<file path="config.mk">
export PLATFORM = sky130hd
export DESIGN_NAME = calc_top
export DESIGN_NICKNAME = d
export VERILOG_FILES = /design/src/design/calc_pkg.sv /design/src/design/axil_calc_regs.sv /design/src/design/bcd_alu.sv /design/src/design/calc_top.sv /design/src/design/display_select.sv /design/src/design/seg7_scan.sv
export SDC_FILE = /design/constraint.sdc
export NUM_CORES = 1
export LEC_CHECK = 0
export ABC_AREA = 0
export BUFFER_PORTS_ARGS = -buffer_cell sky130_fd_sc_hd__buf_4
export CORE_MARGIN = 2
export CORE_UTILIZATION = 48
export CTS_BUF_LIST = sky130_fd_sc_hd__clkbuf_16
export DETAILED_ROUTE_END_ITERATION = 8
export PLACE_DENSITY = 0.66
export REMOVE_ABC_BUFFERS = 1
export SLEW_MARGIN = 10
export SYNTH_ARGS = -nofsm -noshare
export SYNTH_HDL_FRONTEND = slang
export SYNTH_HIERARCHICAL = 1
export SYNTH_SLANG_ARGS = --single-unit
export TNS_END_PERCENT = 100
</file>
<file path="constraint.sdc">
create_clock -name CLK10Hz -period 15.9 [get_ports CLK10Hz]
set_input_delay 0.795 -clock CLK10Hz [delete_from_list [all_inputs] [get_ports CLK10Hz]]
set_output_delay 0.795 -clock CLK10Hz [all_outputs]
set_load 0.03 [all_outputs]
</file>
<file path="src/design/calc_pkg.sv">
package calc_pkg;

    localparam int AXIL_ADDR_W = 5;

    // register map in byte offsets
    localparam logic [AXIL_ADDR_W-1:0] REG_OPA    = 5'h00;
    localparam logic [AXIL_ADDR_W-1:0] REG_OPB    = 5'h04;
    localparam logic [AXIL_ADDR_W-1:0] REG_CTRL   = 5'h08; // bit0 start, bit1 op
    localparam logic [AXIL_ADDR_W-1:0] REG_STATUS = 5'h0C; // bit0 busy, bit1 done, bit2 error
    localparam logic [AXIL_ADDR_W-1:0] REG_RESULT = 5'h10;
    localparam logic [AXIL_ADDR_W-1:0] REG_DISP   = 5'h14; // bit0 select, bit1 advance

    localparam logic [1:0] RESP_OKAY   = 2'b00;
    localparam logic [1:0] RESP_SLVERR = 2'b10;

    localparam logic [6:0] SEG_BLANK = 7'h7f; // all active low segments off

    localparam logic [1:0] LED_LOW_HALF  = 2'b00; // operand or lower result digits
    localparam logic [1:0] LED_HIGH_HALF = 2'b01; // upper result digits

    typedef logic [15:0] bcd4_t;
    typedef logic [31:0] bcd8_t;
    typedef logic [3:0][3:0] digits_t; // [0] is the ones digit

    typedef enum logic {OP_ADD = 1'b0, OP_MUL = 1'b1} calc_op_t;

    typedef struct packed {
        calc_op_t op;
        bcd4_t    a;
        bcd4_t    b;
    } alu_req_t;

    typedef struct packed {
        bcd8_t result;
        logic  error;
    } alu_rsp_t;

    typedef struct packed {
        logic select;  // 0 input, 1 result
        logic advance; // upper four result digits
    } disp_sel_t;

    typedef struct packed {
        logic [AXIL_ADDR_W-1:0] awaddr;
        logic                   awvalid;
        logic [31:0]            wdata;
        logic [3:0]             wstrb;
        logic                   wvalid;
        logic                   bready;
        logic [AXIL_ADDR_W-1:0] araddr;
        logic                   arvalid;
        logic                   rready;
    } axil_req_t;

    typedef struct packed {
        logic        awready;
        logic        wready;
        logic [1:0]  bresp;
        logic        bvalid;
        logic        arready;
        logic [31:0] rdata;
        logic [1:0]  rresp;
        logic        rvalid;
    } axil_rsp_t;

    // bit 6 is segment a and bit 0 is segment g
    function automatic logic [6:0] seg_decode(input logic [3:0] digit);
        case (digit)
            4'd0: return 7'b0000001;
            4'd1: return 7'b1001111;
            4'd2: return 7'b0010010;
            4'd3: return 7'b0000110;
            4'd4: return 7'b1001100;
            4'd5: return 7'b0100100;
            4'd6: return 7'b0100000;
            4'd7: return 7'b0001111;
            4'd8: return 7'b0000000;
            4'd9: return 7'b0000100;
            default: return SEG_BLANK; // not a decimal digit
        endcase
    endfunction

endpackage

</file>
<file path="src/design/axil_calc_regs.sv">
`timescale 1ns/1ns

module axil_calc_regs (
    input  logic                CLK10Hz,
    input  logic                reset,
    input  calc_pkg::axil_req_t axil_req,
    output calc_pkg::axil_rsp_t axil_rsp,
    output logic                alu_start,
    output calc_pkg::alu_req_t  alu_req,
    input  logic                alu_done,
    input  calc_pkg::alu_rsp_t  alu_rsp,
    output calc_pkg::bcd4_t     opa,
    output calc_pkg::bcd8_t     result,
    output calc_pkg::disp_sel_t disp
);

    logic            aw_ready;   // shared by aw and w channels
    logic            b_valid;
    logic [1:0]      b_resp;
    logic            ar_ready;
    logic            r_valid;
    logic [1:0]      r_resp;
    logic [31:0]     r_data;
    calc_pkg::bcd4_t opb;
    logic            busy;
    logic            done;
    logic            error;
    logic            busy_any;   // includes the start pulse cycle
    logic            wr_fire;
    logic            rd_fire;
    logic            start_req;
    logic            start_ok;
    logic [1:0]      wr_resp;
    logic [31:0]     rd_data;
    logic            rd_err;

    assign wr_fire   = aw_ready && axil_req.awvalid && axil_req.wvalid;
    assign rd_fire   = ar_ready && axil_req.arvalid;
    assign busy_any  = busy || alu_start;
    assign start_req = wr_fire && (axil_req.awaddr == calc_pkg::REG_CTRL) &&
                       axil_req.wstrb[0] && axil_req.wdata[0];
    assign start_ok  = start_req && !busy_any;

    always_comb begin
        case (axil_req.awaddr)
            calc_pkg::REG_OPA, calc_pkg::REG_OPB, calc_pkg::REG_STATUS,
            calc_pkg::REG_RESULT, calc_pkg::REG_DISP: wr_resp = calc_pkg::RESP_OKAY;
            calc_pkg::REG_CTRL: wr_resp = (start_req && busy_any) ? calc_pkg::RESP_SLVERR
                                                                  : calc_pkg::RESP_OKAY;
            default: wr_resp = calc_pkg::RESP_SLVERR; // unmapped
        endcase
    end

    always_comb begin
        rd_data = '0;
        rd_err  = 1'b0;
        case (axil_req.araddr)
            calc_pkg::REG_OPA:    rd_data = {16'h0, opa};
            calc_pkg::REG_OPB:    rd_data = {16'h0, opb};
            calc_pkg::REG_CTRL:   rd_data = {30'h0, alu_req.op, 1'b0}; // start reads as 0
            calc_pkg::REG_STATUS: rd_data = {29'h0, error, done, busy_any};
            calc_pkg::REG_RESULT: rd_data = result;
            calc_pkg::REG_DISP:   rd_data = {30'h0, disp.advance, disp.select};
            default:              rd_err  = 1'b1;
        endcase
    end

    // write channel handshake
    always_ff @(posedge CLK10Hz or posedge reset) begin
        if (reset) begin
            aw_ready <= 1'b0;
            b_valid  <= 1'b0;
            b_resp   <= calc_pkg::RESP_OKAY;
        end else begin
            aw_ready <= axil_req.awvalid && axil_req.wvalid && !aw_ready && !b_valid;
            if (wr_fire) begin
                b_valid <= 1'b1;
                b_resp  <= wr_resp;
            end else if (b_valid && axil_req.bready) begin
                b_valid <= 1'b0;
            end
        end
    end

    // read channel handshake
    always_ff @(posedge CLK10Hz or posedge reset) begin
        if (reset) begin
            ar_ready <= 1'b0;
            r_valid  <= 1'b0;
            r_resp   <= calc_pkg::RESP_OKAY;
        end else begin
            ar_ready <= axil_req.arvalid && !ar_ready && !r_valid;
            if (rd_fire) begin
                r_valid <= 1'b1;
                r_resp  <= rd_err ? calc_pkg::RESP_SLVERR : calc_pkg::RESP_OKAY;
            end else if (r_valid && axil_req.rready) begin
                r_valid <= 1'b0;
            end
        end
    end

    always_ff @(posedge CLK10Hz) begin
        if (rd_fire) r_data <= rd_data;
    end

    // register file, start and status
    always_ff @(posedge CLK10Hz or posedge reset) begin
        if (reset) begin
            opa       <= '0;
            opb       <= '0;
            result    <= '0;
            disp      <= '0;
            alu_req   <= '0;
            alu_start <= 1'b0;
            busy      <= 1'b0;
            done      <= 1'b0;
            error     <= 1'b0;
        end else begin
            alu_start <= start_ok;
            if (alu_start) busy <= 1'b1;
            if (alu_done) begin
                busy  <= 1'b0;
                done  <= 1'b1;
                error <= alu_rsp.error;
                if (!alu_rsp.error) result <= alu_rsp.result; // keep last good result
            end
            if (start_ok) begin
                alu_req.op <= calc_pkg::calc_op_t'(axil_req.wdata[1]);
                alu_req.a  <= opa;
                alu_req.b  <= opb;
                done       <= 1'b0;
            end
            if (wr_fire) begin
                for (int i = 0; i < 2; i++) begin
                    if (axil_req.wstrb[i] && axil_req.awaddr == calc_pkg::REG_OPA)
                        opa[8*i +: 8] <= axil_req.wdata[8*i +: 8];
                    if (axil_req.wstrb[i] && axil_req.awaddr == calc_pkg::REG_OPB)
                        opb[8*i +: 8] <= axil_req.wdata[8*i +: 8];
                end
                if (axil_req.wstrb[0] && axil_req.awaddr == calc_pkg::REG_DISP) begin
                    disp.select  <= axil_req.wdata[0];
                    disp.advance <= axil_req.wdata[1];
                end
            end
        end
    end

    always_comb begin
        axil_rsp.awready = aw_ready;
        axil_rsp.wready  = aw_ready;
        axil_rsp.bresp   = b_resp;
        axil_rsp.bvalid  = b_valid;
        axil_rsp.arready = ar_ready;
        axil_rsp.rdata   = r_data;
        axil_rsp.rresp   = r_resp;
        axil_rsp.rvalid  = r_valid;
    end

endmodule

</file>
<file path="src/design/bcd_alu.sv">
`timescale 1ns/1ns

module bcd_alu (
    input  logic               CLK10Hz,
    input  logic               reset,
    input  logic               start,
    input  calc_pkg::alu_req_t req,
    output logic               done,
    output calc_pkg::alu_rsp_t rsp
);

    typedef enum logic [2:0] {S_IDLE, S_ADD, S_MDIG, S_MADD, S_FIN} state_t;

    state_t          state;
    calc_pkg::bcd8_t acc;       // running sum or operand a for add
    calc_pkg::bcd8_t mcand;     // shifted multiplicand or operand b for add
    calc_pkg::bcd4_t mplier;    // remaining multiplier digits with the lowest first
    logic [3:0]      cnt;       // adds left for the current digit
    logic [1:0]      dig_idx;
    calc_pkg::bcd8_t sum;
    logic            ops_ok;
    logic            adv;       // move to the next multiplier digit
    logic            last_dig;

    function automatic logic is_bcd(input calc_pkg::bcd4_t v);
        logic ok;
        ok = 1'b1;
        for (int i = 0; i < 4; i++) begin
            if (v[4*i +: 4] > 4'd9) ok = 1'b0;
        end
        return ok;
    endfunction

    assign ops_ok   = is_bcd(req.a) && is_bcd(req.b);
    assign last_dig = (dig_idx == 2'd3);
    assign adv      = (state == S_MDIG && mplier[3:0] == 4'd0) ||
                      (state == S_MADD && cnt == 4'd1);

    // eight digit adder with ripple decimal carry
    always_comb begin
        logic [4:0] dsum;
        logic       carry;
        carry = 1'b0;
        for (int i = 0; i < 8; i++) begin
            dsum = {1'b0, acc[4*i +: 4]} + {1'b0, mcand[4*i +: 4]} + {4'd0, carry};
            carry = (dsum > 5'd9);
            if (carry) dsum = dsum + 5'd6; // decimal correction
            sum[4*i +: 4] = dsum[3:0];
        end
    end

    always_ff @(posedge CLK10Hz or posedge reset) begin
        if (reset) begin
            state   <= S_IDLE;
            done    <= 1'b0;
            dig_idx <= 2'd0;
        end else begin
            done <= 1'b0;
            case (state)
                S_IDLE: begin
                    dig_idx <= 2'd0;
                    if (start && !ops_ok) done <= 1'b1; // reject at once
                    else if (start) state <= (req.op == calc_pkg::OP_ADD) ? S_ADD : S_MDIG;
                end
                S_ADD: begin
                    done  <= 1'b1;
                    state <= S_IDLE;
                end
                S_MDIG, S_MADD: begin
                    if (adv) begin
                        dig_idx <= dig_idx + 2'd1;
                        state   <= last_dig ? S_FIN : S_MDIG;
                    end else if (state == S_MDIG) begin
                        state <= S_MADD;
                    end
                end
                default: begin // S_FIN
                    done  <= 1'b1;
                    state <= S_IDLE;
                end
            endcase
        end
    end

    always_ff @(posedge CLK10Hz) begin
        case (state)
            S_IDLE: if (start) begin
                acc        <= (req.op == calc_pkg::OP_ADD) ? {16'h0, req.a} : '0;
                mcand      <= (req.op == calc_pkg::OP_ADD) ? {16'h0, req.b} : {16'h0, req.a};
                mplier     <= req.b;
                rsp.result <= '0;
                rsp.error  <= !ops_ok;
            end
            S_ADD:  rsp.result <= sum;
            S_MDIG: if (!adv) cnt <= mplier[3:0];
            S_MADD: begin
                acc <= sum;
                cnt <= cnt - 4'd1;
            end
            default: rsp.result <= acc;
        endcase
        if (adv) begin
            mcand  <= mcand << 4;   // next decimal position
            mplier <= mplier >> 4;
        end
    end

endmodule

</file>
<file path="src/design/calc_top.sv">
`timescale 1ns/1ns

module calc_top (
    input  logic                CLK10Hz,
    input  logic                reset,
    input  calc_pkg::axil_req_t axil_req,
    output calc_pkg::axil_rsp_t axil_rsp,
    output logic [6:0]          seg_out,
    output logic [3:0]          an_out,
    output logic [1:0]          leds_out
);

    logic                alu_start;
    calc_pkg::alu_req_t  alu_req;
    logic                alu_done;
    calc_pkg::alu_rsp_t  alu_rsp;
    calc_pkg::bcd4_t     opa;
    calc_pkg::bcd8_t     result;
    calc_pkg::disp_sel_t disp;
    calc_pkg::digits_t   digits;

    // host registers, start rules and status
    axil_calc_regs u_regs (
        .CLK10Hz  (CLK10Hz),
        .reset    (reset),
        .axil_req (axil_req),
        .axil_rsp (axil_rsp),
        .alu_start(alu_start),
        .alu_req  (alu_req),
        .alu_done (alu_done),
        .alu_rsp  (alu_rsp),
        .opa      (opa),
        .result   (result),
        .disp     (disp)
    );

    bcd_alu u_alu (
        .CLK10Hz(CLK10Hz),
        .reset  (reset),
        .start  (alu_start),
        .req    (alu_req),
        .done   (alu_done),
        .rsp    (alu_rsp)
    );

    display_select u_disp_sel (
        .CLK10Hz(CLK10Hz),
        .reset  (reset),
        .opa    (opa),
        .result (result),
        .disp   (disp),
        .digits (digits),
        .leds   (leds_out)
    );

    seg7_scan u_scan (
        .CLK10Hz(CLK10Hz),
        .reset  (reset),
        .digits (digits),
        .seg_out(seg_out),
        .an_out (an_out)
    );

endmodule

</file>
<file path="src/design/display_select.sv">
`timescale 1ns/1ns

module display_select (
    input  logic                CLK10Hz,
    input  logic                reset,
    input  calc_pkg::bcd4_t     opa,
    input  calc_pkg::bcd8_t     result,
    input  calc_pkg::disp_sel_t disp,
    output calc_pkg::digits_t   digits,
    output logic [1:0]          leds
);

    calc_pkg::bcd4_t shown;  // four digits picked this cycle
    logic [1:0]      mode;

    always_comb begin
        if (!disp.select) begin
            shown = opa;                      // operand entry view
            mode  = calc_pkg::LED_LOW_HALF;
        end else if (disp.advance) begin
            shown = result[31:16];
            mode  = calc_pkg::LED_HIGH_HALF;
        end else begin
            shown = result[15:0];
            mode  = calc_pkg::LED_LOW_HALF;
        end
    end

    // LEDs report which view is on the digits
    always_ff @(posedge CLK10Hz or posedge reset) begin
        if (reset) begin
            leds <= calc_pkg::LED_LOW_HALF;
        end else begin
            leds <= mode;
        end
    end

    // digits pass through untouched and bad nibbles blank in the decoder
    always_ff @(posedge CLK10Hz) begin
        digits <= calc_pkg::digits_t'(shown);
    end

endmodule

</file>
<file path="src/design/seg7_scan.sv">
`timescale 1ns/1ns

module seg7_scan (
    input  logic              CLK10Hz,
    input  logic              reset,
    input  calc_pkg::digits_t digits,
    output logic [6:0]        seg_out,
    output logic [3:0]        an_out
);

    logic [1:0] scan_idx;   // digit currently lit
    logic [1:0] next_idx;

    assign next_idx = scan_idx + 2'd1;

    // one anode low at a time starting with the ones digit
    always_ff @(posedge CLK10Hz or posedge reset) begin
        if (reset) begin
            scan_idx <= 2'd3;    // wraps to the ones digit on the first edge
            an_out   <= 4'b1111; // all digits dark
        end else begin
            scan_idx <= next_idx;
            an_out   <= ~(4'b0001 << next_idx);
        end
    end

    // segments track the lit anode in the same cycle
    assign seg_out = calc_pkg::seg_decode(digits[scan_idx]);

endmodule

</file>
======== After elaboration in Yosys (flattened, before gate mapping) ========
Memory sizes are Yosys's and may differ from the RTL's.
Index checks and enable logic that the tools add are counted.
word-level totals
  flip-flop bits (word level) ............. 290
  bits in latches ......................... 0
  bits in writable memories ............... 0
  bits in read-only memories .............. 112
  input bits .............................. 53
  word-level logic and storage cells ...... 227
  memories kept ........................... 1
memories
  name             depth  width  rd ports  clocked after Yosys merged registers in  write ports  RTL line        RTL
  (no name shown)  16     7      1         0                                        0            calc_pkg.sv:68  case (digit)
operators by class
  $add $sub $neg .......................... 26
  $mul .................................... 0
  div/mod/pow operators ................... 0
  $lt $le $gt $ge ......................... 17
  equality and inequality tests ........... 20
  shifts and indexed selects .............. 1
  multiplexer cells ....................... 59
  bitwise logic cells ..................... 3
  reduce and logical (&&, ||, !) cells .... 61
operators with widths
  cell                                                            number
  one-hot mux 32 bit (6 select lines)                             1
  2-to-1 mux 32 bit                                               4
  one-hot mux 32 bit (3 select lines)                             1
  2-to-1 mux 16 bit                                               4
  one-hot mux 32 bit (2 select lines)                             1
  adder 4 x 4 -> 5 bit                                            8
  greater-than comparator 5 x 4 -> 1 bit (second input constant)  8
  2-to-1 mux 4 bit                                                10
  2-to-1 mux 12 bit                                               3
  adder 5 x 1 -> 5 bit                                            7
  2-to-1 mux 33 bit                                               1
  adder 4 x 3 -> 4 bit (second input constant)                    8
  greater-than comparator 4 bit (second input constant)           8
  logical AND 1 bit                                               24
  AND reduction 2 bit                                             12
  == test 5 x 4 -> 1 bit (second input constant)                  4
  == test 5 bit (second input constant)                           4
  2-to-1 mux 1 bit                                                18
  nonzero test 2 bit                                              9
  2-to-1 mux 3 bit                                                5
  == test 5 x 3 -> 1 bit (second input constant)                  2
  zero test 5 bit                                                 2
  2-to-1 mux 2 bit                                                5
  binary-select mux 4 bit (select 2 bit)                          1
  25 further kinds                                                37

======== Depth between registers and ports, before layout ========
Gate-level depths: netlist of run 1.
  depth in word-level cells ............... 18
  depth in mapped cells ................... 61
  gate-level depth less buffers ........... 61

======== Modules after synthesis ========
Netlist of run 1, hierarchy kept.
by module, submodules not included
  module          instances  cells an instance  area each (µm²)  sequential area each (µm²)
  bcd_alu         1          669                7233.2           3583.4
  axil_calc_regs  1          367                5622.9           3688.5
  display_select  1          75                 720.7            345.3
  seg7_scan       1          55                 600.6            157.7

======== Worst setup path after synthesis of run 1 ========
No wires, ideal clock.
  path kind ............................... register -> register
  start ................................... register u_alu.acc[0]
  end ..................................... register u_alu/rsp[31] (netlist name) (data pin)
  data arrival time ....................... 12.032 ns
  required time ........................... 15.644 ns
  path slack .............................. 3.613 ns
  cell stages (with the launch flop) ...... 61
  path buffers ............................ 0
  period minus slack after synthesis ...... 12.287 ns
  path through ............................ edfxtp_1 -> ha_1 -> inv_1 -> fa_1 -> xnor2_1 -> inv_1 -> nand2_1 -> a21oi_1 -> fa_1 -> inv_1 -> fa_1 -> inv_1 -> and2_1 -> inv_1 -> a21boi_0 -> fa_1 -> inv_1 -> fa_1 -> [25 not listed] -> inv_1 -> fa_1 -> fa_1 -> xnor2_1 -> ha_1 -> nand2_1 -> a32o_1 -> o21ai_2 -> inv_1 -> fa_1 -> inv_1 -> fa_1 -> inv_1 -> ha_1 -> a21oi_1 -> a21boi_2 -> mux2i_1 -> a31o_2
between the ends
  cells in the longest elaborated chain, start to end .. 18
  elaborated cells between the ends (all ways) .. 19
  classes of those cells .................. 9 x add/sub; 8 x order compare; 2 x mux
RTL lines
  item                                                                                   RTL line                      RTL
  start, declared                                                                        bcd_alu.sv:15                 calc_pkg::bcd8_t acc;
  start signal, assigned                                                                 bcd_alu.sv:88                 acc <= (req.op == calc_pkg::OP_ADD) ? {16'h0, req.a} : '0;
  start signal, assigned                                                                 bcd_alu.sv:97                 acc <= sum;
  adder 4 x 4 -> 5 bit (*)                                                               bcd_alu.sv:45                 dsum = {1'b0, acc[4*i +: 4]} + {1'b0, mcand[4*i +: 4]} + {4'd0, carry};
  greater-than comparator 5 x 4 -> 1 bit (*)                                             bcd_alu.sv:46                 carry = (dsum > 5'd9);
  adder 5 x 1 -> 5 bit (*)                                                               bcd_alu.sv:45
  greater-than comparator 5 x 4 -> 1 bit (*)                                             bcd_alu.sv:46
  adder 5 x 1 -> 5 bit (*)                                                               bcd_alu.sv:45
  greater-than comparator 5 x 4 -> 1 bit (*)                                             bcd_alu.sv:46
  adder 5 x 1 -> 5 bit (*)                                                               bcd_alu.sv:45
  greater-than comparator 5 x 4 -> 1 bit (*)                                             bcd_alu.sv:46
  [2 not listed]                                                                         n/a
  adder 5 x 1 -> 5 bit (*)                                                               bcd_alu.sv:45
  greater-than comparator 5 x 4 -> 1 bit (*)                                             bcd_alu.sv:46
  adder 5 x 1 -> 5 bit (*)                                                               bcd_alu.sv:45
  greater-than comparator 5 x 4 -> 1 bit (*)                                             bcd_alu.sv:46
  adder 5 x 1 -> 5 bit (*)                                                               bcd_alu.sv:45
  adder 4 x 3 -> 4 bit / greater-than comparator 5 x 4 -> 1 bit (equally long branches)  bcd_alu.sv:47, bcd_alu.sv:46
  2-to-1 mux 4 bit (*)                                                                   bcd_alu.sv:47                 if (carry) dsum = dsum + 5'd6;
  one-hot mux 32 bit (3 select lines) (*)                                                bcd_alu.sv:86                 case (state)
  end, declared                                                                          bcd_alu.sv:9                  output calc_pkg::alu_rsp_t rsp
Mark *: on every way between the ends. The rest lies on a longest branch, timed or not.
A chain may end at the register's enable or synchronous reset.

======== Worst setup path after layout of run 1 ========
  start ................................... register u_alu.mcand[0]
  end ..................................... register u_alu/rsp[31] (netlist name) (data pin)
between the ends
  cells in the longest elaborated chain, start to end .. 18
  elaborated cells between the ends (all ways) .. 19
  classes of those cells .................. 9 x add/sub; 8 x order compare; 2 x mux
RTL lines
  item                                                                                   RTL line                      RTL
  start, declared                                                                        bcd_alu.sv:16                 calc_pkg::bcd8_t mcand;
  start signal, assigned                                                                 bcd_alu.sv:89                 mcand <= (req.op == calc_pkg::OP_ADD) ? {16'h0, req.b} : {16'h0, req.a};
  start signal, assigned                                                                 bcd_alu.sv:103                mcand <= mcand << 4;
  adder 4 x 4 -> 5 bit (*)                                                               bcd_alu.sv:45
  greater-than comparator 5 x 4 -> 1 bit (*)                                             bcd_alu.sv:46
  adder 5 x 1 -> 5 bit (*)                                                               bcd_alu.sv:45
  greater-than comparator 5 x 4 -> 1 bit (*)                                             bcd_alu.sv:46
  adder 5 x 1 -> 5 bit (*)                                                               bcd_alu.sv:45
  greater-than comparator 5 x 4 -> 1 bit (*)                                             bcd_alu.sv:46
  adder 5 x 1 -> 5 bit (*)                                                               bcd_alu.sv:45
  greater-than comparator 5 x 4 -> 1 bit (*)                                             bcd_alu.sv:46
  [2 not listed]                                                                         n/a
  adder 5 x 1 -> 5 bit (*)                                                               bcd_alu.sv:45
  greater-than comparator 5 x 4 -> 1 bit (*)                                             bcd_alu.sv:46
  adder 5 x 1 -> 5 bit (*)                                                               bcd_alu.sv:45
  greater-than comparator 5 x 4 -> 1 bit (*)                                             bcd_alu.sv:46
  adder 5 x 1 -> 5 bit (*)                                                               bcd_alu.sv:45
  adder 4 x 3 -> 4 bit / greater-than comparator 5 x 4 -> 1 bit (equally long branches)  bcd_alu.sv:47, bcd_alu.sv:46
  2-to-1 mux 4 bit (*)                                                                   bcd_alu.sv:47
  one-hot mux 32 bit (3 select lines) (*)                                                bcd_alu.sv:86
Marked as above.

==> results.json, run 1 <==
{
  "firstDrtPassIters": 5,
  "start_util": 0.491,
  "drtIter0Drc": 638,
  "worstPathMaxFanout": 5,
  "cpMostUsedCell": "fa_1",
  "worst_pin_slew_ns": 1.16,
  "ys_top_cells_by_area": "edfxtp_1, dfrtp_1, mux2_2",
  "rsz0062_at_grt": "false",
  "drc": 0,
  "holdBufCountCts": 0,
  "r2r_end": "u_alu/rsp[31]",
  "cp.required_ns": 16.21,
  "grt_pass1_vias": 8869,
  "yosys_warnings": 6,
  "clk_pin_slew_ns": 0.06,
  "clkLatencyLatePin_ns": 0.56,
  "syn_inst": 1166,
  "leakage_uw": 0.00659,
  "setup_viol": 0,
  "yosysMostFrequentCell": "edfxtp_1",
  "antenna_found_initial": 0,
  "grt_overflow": 0,
  "synthTopCellsByCount": "edfxtp_1, dfrtp_1, mux2_2",
  "synth_cell_types": 75,
  "hpwl_um": 23200,
  "maxSlewViolCount": 0,
  "reg2reg_slack_ns": 1.64,
  "die_h_um": 176,
  "cts_setup_buffers": 0,
  "cpLargestDelayFamily": "adder cells",
  "port-buffer-count": 85,
  "cap_viol_max_count": 0,
  "fin_crit_sh": 0.897,
  "syn_area_per_cell_um2": 12.2,
  "htreeDepth": 1,
  "min_path_type": "input port to async pin",
  "vias": 9096,
  "grt_max_degree": 78,
  "groute.usage.overall": 0.216,
  "grt_pass1_wl_um": 51500,
  "cts_tree": "built",
  "status": "completed",
  "cpPeakStageDelay_ns": 0.45,
  "fmax_ghz": 0.0701,
  "design_power_total_uw": 1600,
  "gp_routability_congestion": 0.844,
  "synthToLayoutAreaGrowth_pct": 13.6,
  "routed_wl_um": 33100,
  "async_flop_share": 0.425,
  "clk_path_buf_depth": 3,
  "synth-edff-count": 141,
  "synth.top_cell.area_share": 0.299,
  "slowest_stage": "fa_1",
  "diodes": 0,
  "slew_headroom": 0.227,
  "r2r-start": "u_alu/mcand[0]",
  "fin_nets": 1354,
  "crit_buf_inv": 14,
  "dieArea_um2": 30900,
  "fp-row-count": 62,
  "critPathArrivalTime_ns": 14.56,
  "synth-main-ff-cell": "edfxtp_1",
  "coreArea_um2": 28900,
  "final_layout_size_suffix_gt1_frac": 0.237,
  "crit_type": "flop to flop",
  "ys_seq_area_frac": 0.548,
  "min_period_ns": 14.26,
  "ant_nets": 0,
  "synth_area_um2": 14200,
  "vias_per_cell": 5.53,
  "cts-buffers-inserted": 29,
  "ys_ff_latch": 287,
  "ctsRootBufferMaster": "clkbuf_16",
  "cp.depth": 60,
  "cp-end-kind": "flop",
  "ir_worst_vdd_mv": 0.0911,
  "cts_sinks": 287,
  "powerDensity_nw_per_um2": 99.1,
  "rr_worst_depth": 60,
  "wl_per_cell_um": 20.1,
  "pin_count": 107,
  "finalHoldViolations": 0,
  "post_cts_resize_count": 0,
  "fin_tns_setup_ns": 0,
  "synth_top_area_cell": "edfxtp_1",
  "start_kind": "flop",
  "die_w_um": 176,
  "fin_skew_ns": 0.0156
}
[report_power, final]
group	total [µW]	switching (µW)	internal (µW)	leakage, µW
registers	802	11.4	791	0.00295
logic	76.4	46.8	29.6	0.00314
clock network	717	296	421	0.000504
[final cells by class]
class / count / area (µm²)
clock buffer: 31 / 776
clock inverter: 23 / 241
fill: 2424 / 12800
inverter: 74 / 280
multi-input combinational: 749 / 5820
sequential: 287 / 7770
tap: 384 / 480
timing repair buffer: 97 / 728
[worst reg2reg max path, delay by kind of cell (launching register included)]
| family | cells | cell delay (ns) |
|---|---|---|
| xor+xnor | 7 | 2.17 |
| simple gates | 7 | 1.16 |
| fa+ha+maj | 19 | 6.41 |
| mux | 1 | 0.12 |
| flops | 1 | 0.37 |
| compound gates | 12 | 2.76 |
| buf+inv | 14 | 1.02 |
[layout by cell type, fill, tap and decap left out, types with 6 or more instances in the layout]
cell,netlist,final
dfxtp_1,24,24
xnor2_1,15,15
nor2b_1,8,7
dfrtp_1,116,116
mux2i_1,51,51
clkbuf_16,0,31
buf_4,10,97
nand2_1,71,71
nand3b_1,6,6
a21oi_1,64,64
a31oi_1,8,8
dfstp_2,6,6
a211oi_1,6,6
o21ai_1,14,14
edfxtp_1,141,141
nand3_1,17,17
fa_1,15,15
a21o_1,12,12
a222oi_1,13,13
mux2_2,112,112
o31ai_1,11,11
nor3_1,11,11
nor2_1,67,66
inv_1,74,76
ha_1,48,48
o21ai_0,59,58
and2_1,48,48
nand2b_1,6,6
[registers in the layout, indices dropped and copies added, names as in the netlist, 4 cells and up]
register,count
u_alu/mplier,16
u_regs/opa,16
u_regs/opb,16
u_regs/r_data,32
u_alu/acc,32
u_alu/cnt,4
u_regs/alu_req,33
u_scan/an_out,4
u_regs/result,32
u_alu/mcand,32
u_alu/rsp,33
u_disp_sel/digits,16
[worst max-delay path by stage]
stage                    from             to  slack (ns)
4_1_cts        u_alu/mcand[0]  u_alu/rsp[31]        1.70
3_3_place_gp   u_alu/mcand[0]  u_alu/rsp[31]        2.01
5_1_grt        u_alu/mcand[0]  u_alu/rsp[31]        0.41
2_1_floorplan    u_alu/acc[0]  u_alu/rsp[31]        3.61
6_report       u_alu/mcand[0]  u_alu/rsp[31]        1.64
3_5_place_dp   u_alu/mcand[0]  u_alu/rsp[31]        1.70
[logic make-up (layout without fill, tap and decap cells)]
group | after synthesis | after routing | synth area share
buf+inv | 131 | 225 | 0.0450
flops | 287 | 287 | 0.548
compound gates | 218 | 218 | 0.0956
xor+xnor | 19 | 19 | 0.0117
other cells | 2 | 3 | 0.000530
fa+ha+maj | 63 | 63 | 0.0635
mux | 170 | 170 | 0.134
simple gates | 276 | 276 | 0.101
[layer usage]
metal | vias up | global-route usage | part of all wire
li1 | 4323 | - | -
met1 | 4489 | 0.329 | 0.47
met2 | 244 | 0.330 | 0.45
met3 | 40 | 0.0249 | 0.052
met4 | 0 | 0.0565 | 0.021
met5 | - | 0 | 0
[stage by stage]
stage	cells	worst slack, ns	util	hold slack (ns)	instance area (µm²)
2_1_floorplan	1110	3.61	-	0.433	13800
3_3_place_gp	1591	2.01	0.523	0.439	15100
3_5_place_dp	1591	1.70	0.523	0.443	15100
4_1_cts	1645	1.70	0.558	0.0867	16100
5_1_grt	1645	0.413	0.558	0.0938	16100
6_report	1645	1.64	0.558	0.107	16100
Note: power is estimated with default switching activity, not from simulation.
==> run 2: changes to the inputs <==
- clock period: 15.9 -> 14 ns (I/O delays scaled with it)
==> results.json, run 2 (synthesized netlist as in run 1, its figures left out) <==
{
  "worst_slack_ns": 0.868,
  "status": "completed",
  "slew_headroom": 0.232,
  "cpPeakStageDelay_ns": 0.47,
  "reg.largest.list": "u_alu/rsp: 33 flops, u_regs/alu_req: 33 flops",
  "cts_sinks": 287,
  "powerDensity_nw_per_um2": 109,
  "gp_routability_congestion": 0.834,
  "critPathArrivalTime_ns": 13.44,
  "antenna_found_initial": 0,
  "routed_wl_um": 33600,
  "fin_crit_sh": 0.938,
  "rr_worst_depth": 60,
  "fin_skew_ns": 0.00565,
  "reg2reg_slack_ns": 0.87,
  "min_path_type": "input port to async pin",
  "vias": 9178,
  "cpMostUsedCell": "inv_1",
  "worst_pin_slew_ns": 1.15,
  "cap_viol_max_count": 0,
  "start_util": 0.491,
  "diodes": 0,
  "cp-end-kind": "flop",
  "fmax_ghz": 0.0761,
  "maxSlewViolCount": 0,
  "cts-buffers-inserted": 29,
  "drtIter0Drc": 784,
  "clk_path_buf_depth": 3,
  "hpwl_um": 23400,
  "leakage_uw": 0.00667,
  "final_cell_mix": "edfxtp_1, dfrtp_1, mux2_2, buf_4, inv_1",
  "ctsRootBufferMaster": "clkbuf_16",
  "fin_nets": 1362,
  "hold_ws_ns": 0.0185,
  "ir_worst_vdd_mv": 0.0891,
  "ant_nets": 0,
  "port-buffer-count": 85,
  "pin_count": 107,
  "htreeDepth": 1,
  "fp-row-count": 62,
  "firstDrtPassIters": 6,
  "dp_cells": 1592,
  "final_common_cell": "edfxtp_1",
  "r2r_end": "u_alu/rsp[31]",
  "regArea_um2": 7770,
  "design_power_total_uw": 1750,
  "grt_pass1_vias": 8783,
  "final_layout_size_suffix_gt1_frac": 0.246,
  "stdcell_count": 1653,
  "min_period_ns": 13.13,
  "slowest_stage": "fa_1",
  "grt_pass1_wl_um": 51500,
  "fill_cells": 2376,
  "crit_type": "flop to flop",
  "coreArea_um2": 28900,
  "cts_tree": "built",
  "drc": 0,
  "grt_max_degree": 68,
  "cp.required_ns": 14.31,
  "r2r-start": "u_alu/acc[0]",
  "multi_input_area_um2": 5880,
  "groute.usage.overall": 0.217,
  "final_core_util": 0.559,
  "vias_per_cell": 5.55,
  "grt_overflow": 0,
  "start_kind": "flop",
  "clkLatencyLatePin_ns": 0.55,
  "preCtsSetupSlack_ns": 0.143,
  "die_h_um": 176,
  "dieArea_um2": 30900,
  "setup_viol": 0,
  "clk_pin_slew_ns": 0.06,
  "finalHoldViolations": 0,
  "synthToLayoutAreaGrowth_pct": 13.8,
  "die_w_um": 176,
  "wl_per_cell_um": 20.3,
  "worstPathMaxFanout": 6
}
[run 2: cell types whose count changed in the layout (fill, tap and decap cells not counted), moves of 2 or more]
cell	change
inv_1	+4
xnor2_2	+6
bufinv_16	-3
a21boi_1	+2
buf_4	+8
clkinvlp_4	-3
a21boi_0	-2
xnor2_1	-6
[run 2: final cells by class]
| type | count | share of cell area |
|---|---|---|
| well taps | 384 | 0.0298 |
| clock inverters | 22 | 0.00822 |
| multi-input cells | 749 | 0.364 |
| repair buffers | 105 | 0.0489 |
| flip-flops and latches | 287 | 0.482 |
| inverters | 74 | 0.0174 |
| clock buffers | 32 | 0.0496 |
[run 2: worst max-delay path by stage]
stage | start | to | slack [ns] | cells after the start
2_1_floorplan | u_alu/acc[0] | u_alu/rsp[31] | 1.71 | 60
3_3_place_gp | u_alu/mcand[0] | u_alu/rsp[31] | 0.45 | 60
3_5_place_dp | u_alu/acc[0] | u_alu/rsp[31] | 0.14 | 60
4_1_cts | u_alu/acc[0] | u_alu/rsp[31] | 0.12 | 60
5_1_grt | u_alu/mcand[0] | u_alu/rsp[31] | -0.02 | 60
6_report | u_alu/acc[0] | u_alu/rsp[31] | 0.87 | 60
[run 2: what timing repair did]
action | in CTS | in global routing
hold buffers | 0 | 0
setup buffers | 0 | 7
gates resized for setup | 0 | 11
setup endpoints to repair | 0 | 6
[run 2: per-stage QoR]
| step | area (µm²) | TNS, ns |
|---|---|---|
| after global routing | 16100 | -0.0167 |
| final | 16100 | 0 |
| after floorplan | 13800 | 0 |
| after detailed placement | 15100 | 0 |
| after CTS | 16000 | 0 |
| after global placement | 15100 | 0 |
[run 2: worst max-delay path, delay by kind of cell (launching register included)]
| kind | cells | cell delay, ns |
|---|---|---|
| xor gates and xnor gates | 6 | 1.40 |
| adders and majority gates | 19 | 6.50 |
| buffers and inverters | 15 | 1.19 |
| and+or+nand+nor | 7 | 1.05 |
| AOI/OAI and AO/OA | 12 | 2.24 |
| muxes | 1 | 0.11 |
| DFF | 1 | 0.36 |
[run 2: power breakdown]
part	leakage [µW]	internal [µW]	switching, µW
combinational	0.00323	33.7	53.5
clock	0.000493	429	326
sequential	0.00295	898	12.8
[run 2: per-layer routing]
layer,GRT usage,part of all wire
met1,0.322,0.46
met5,0,0
met2,0.346,0.46
met4,0.0468,0.017
met3,0.0264,0.059
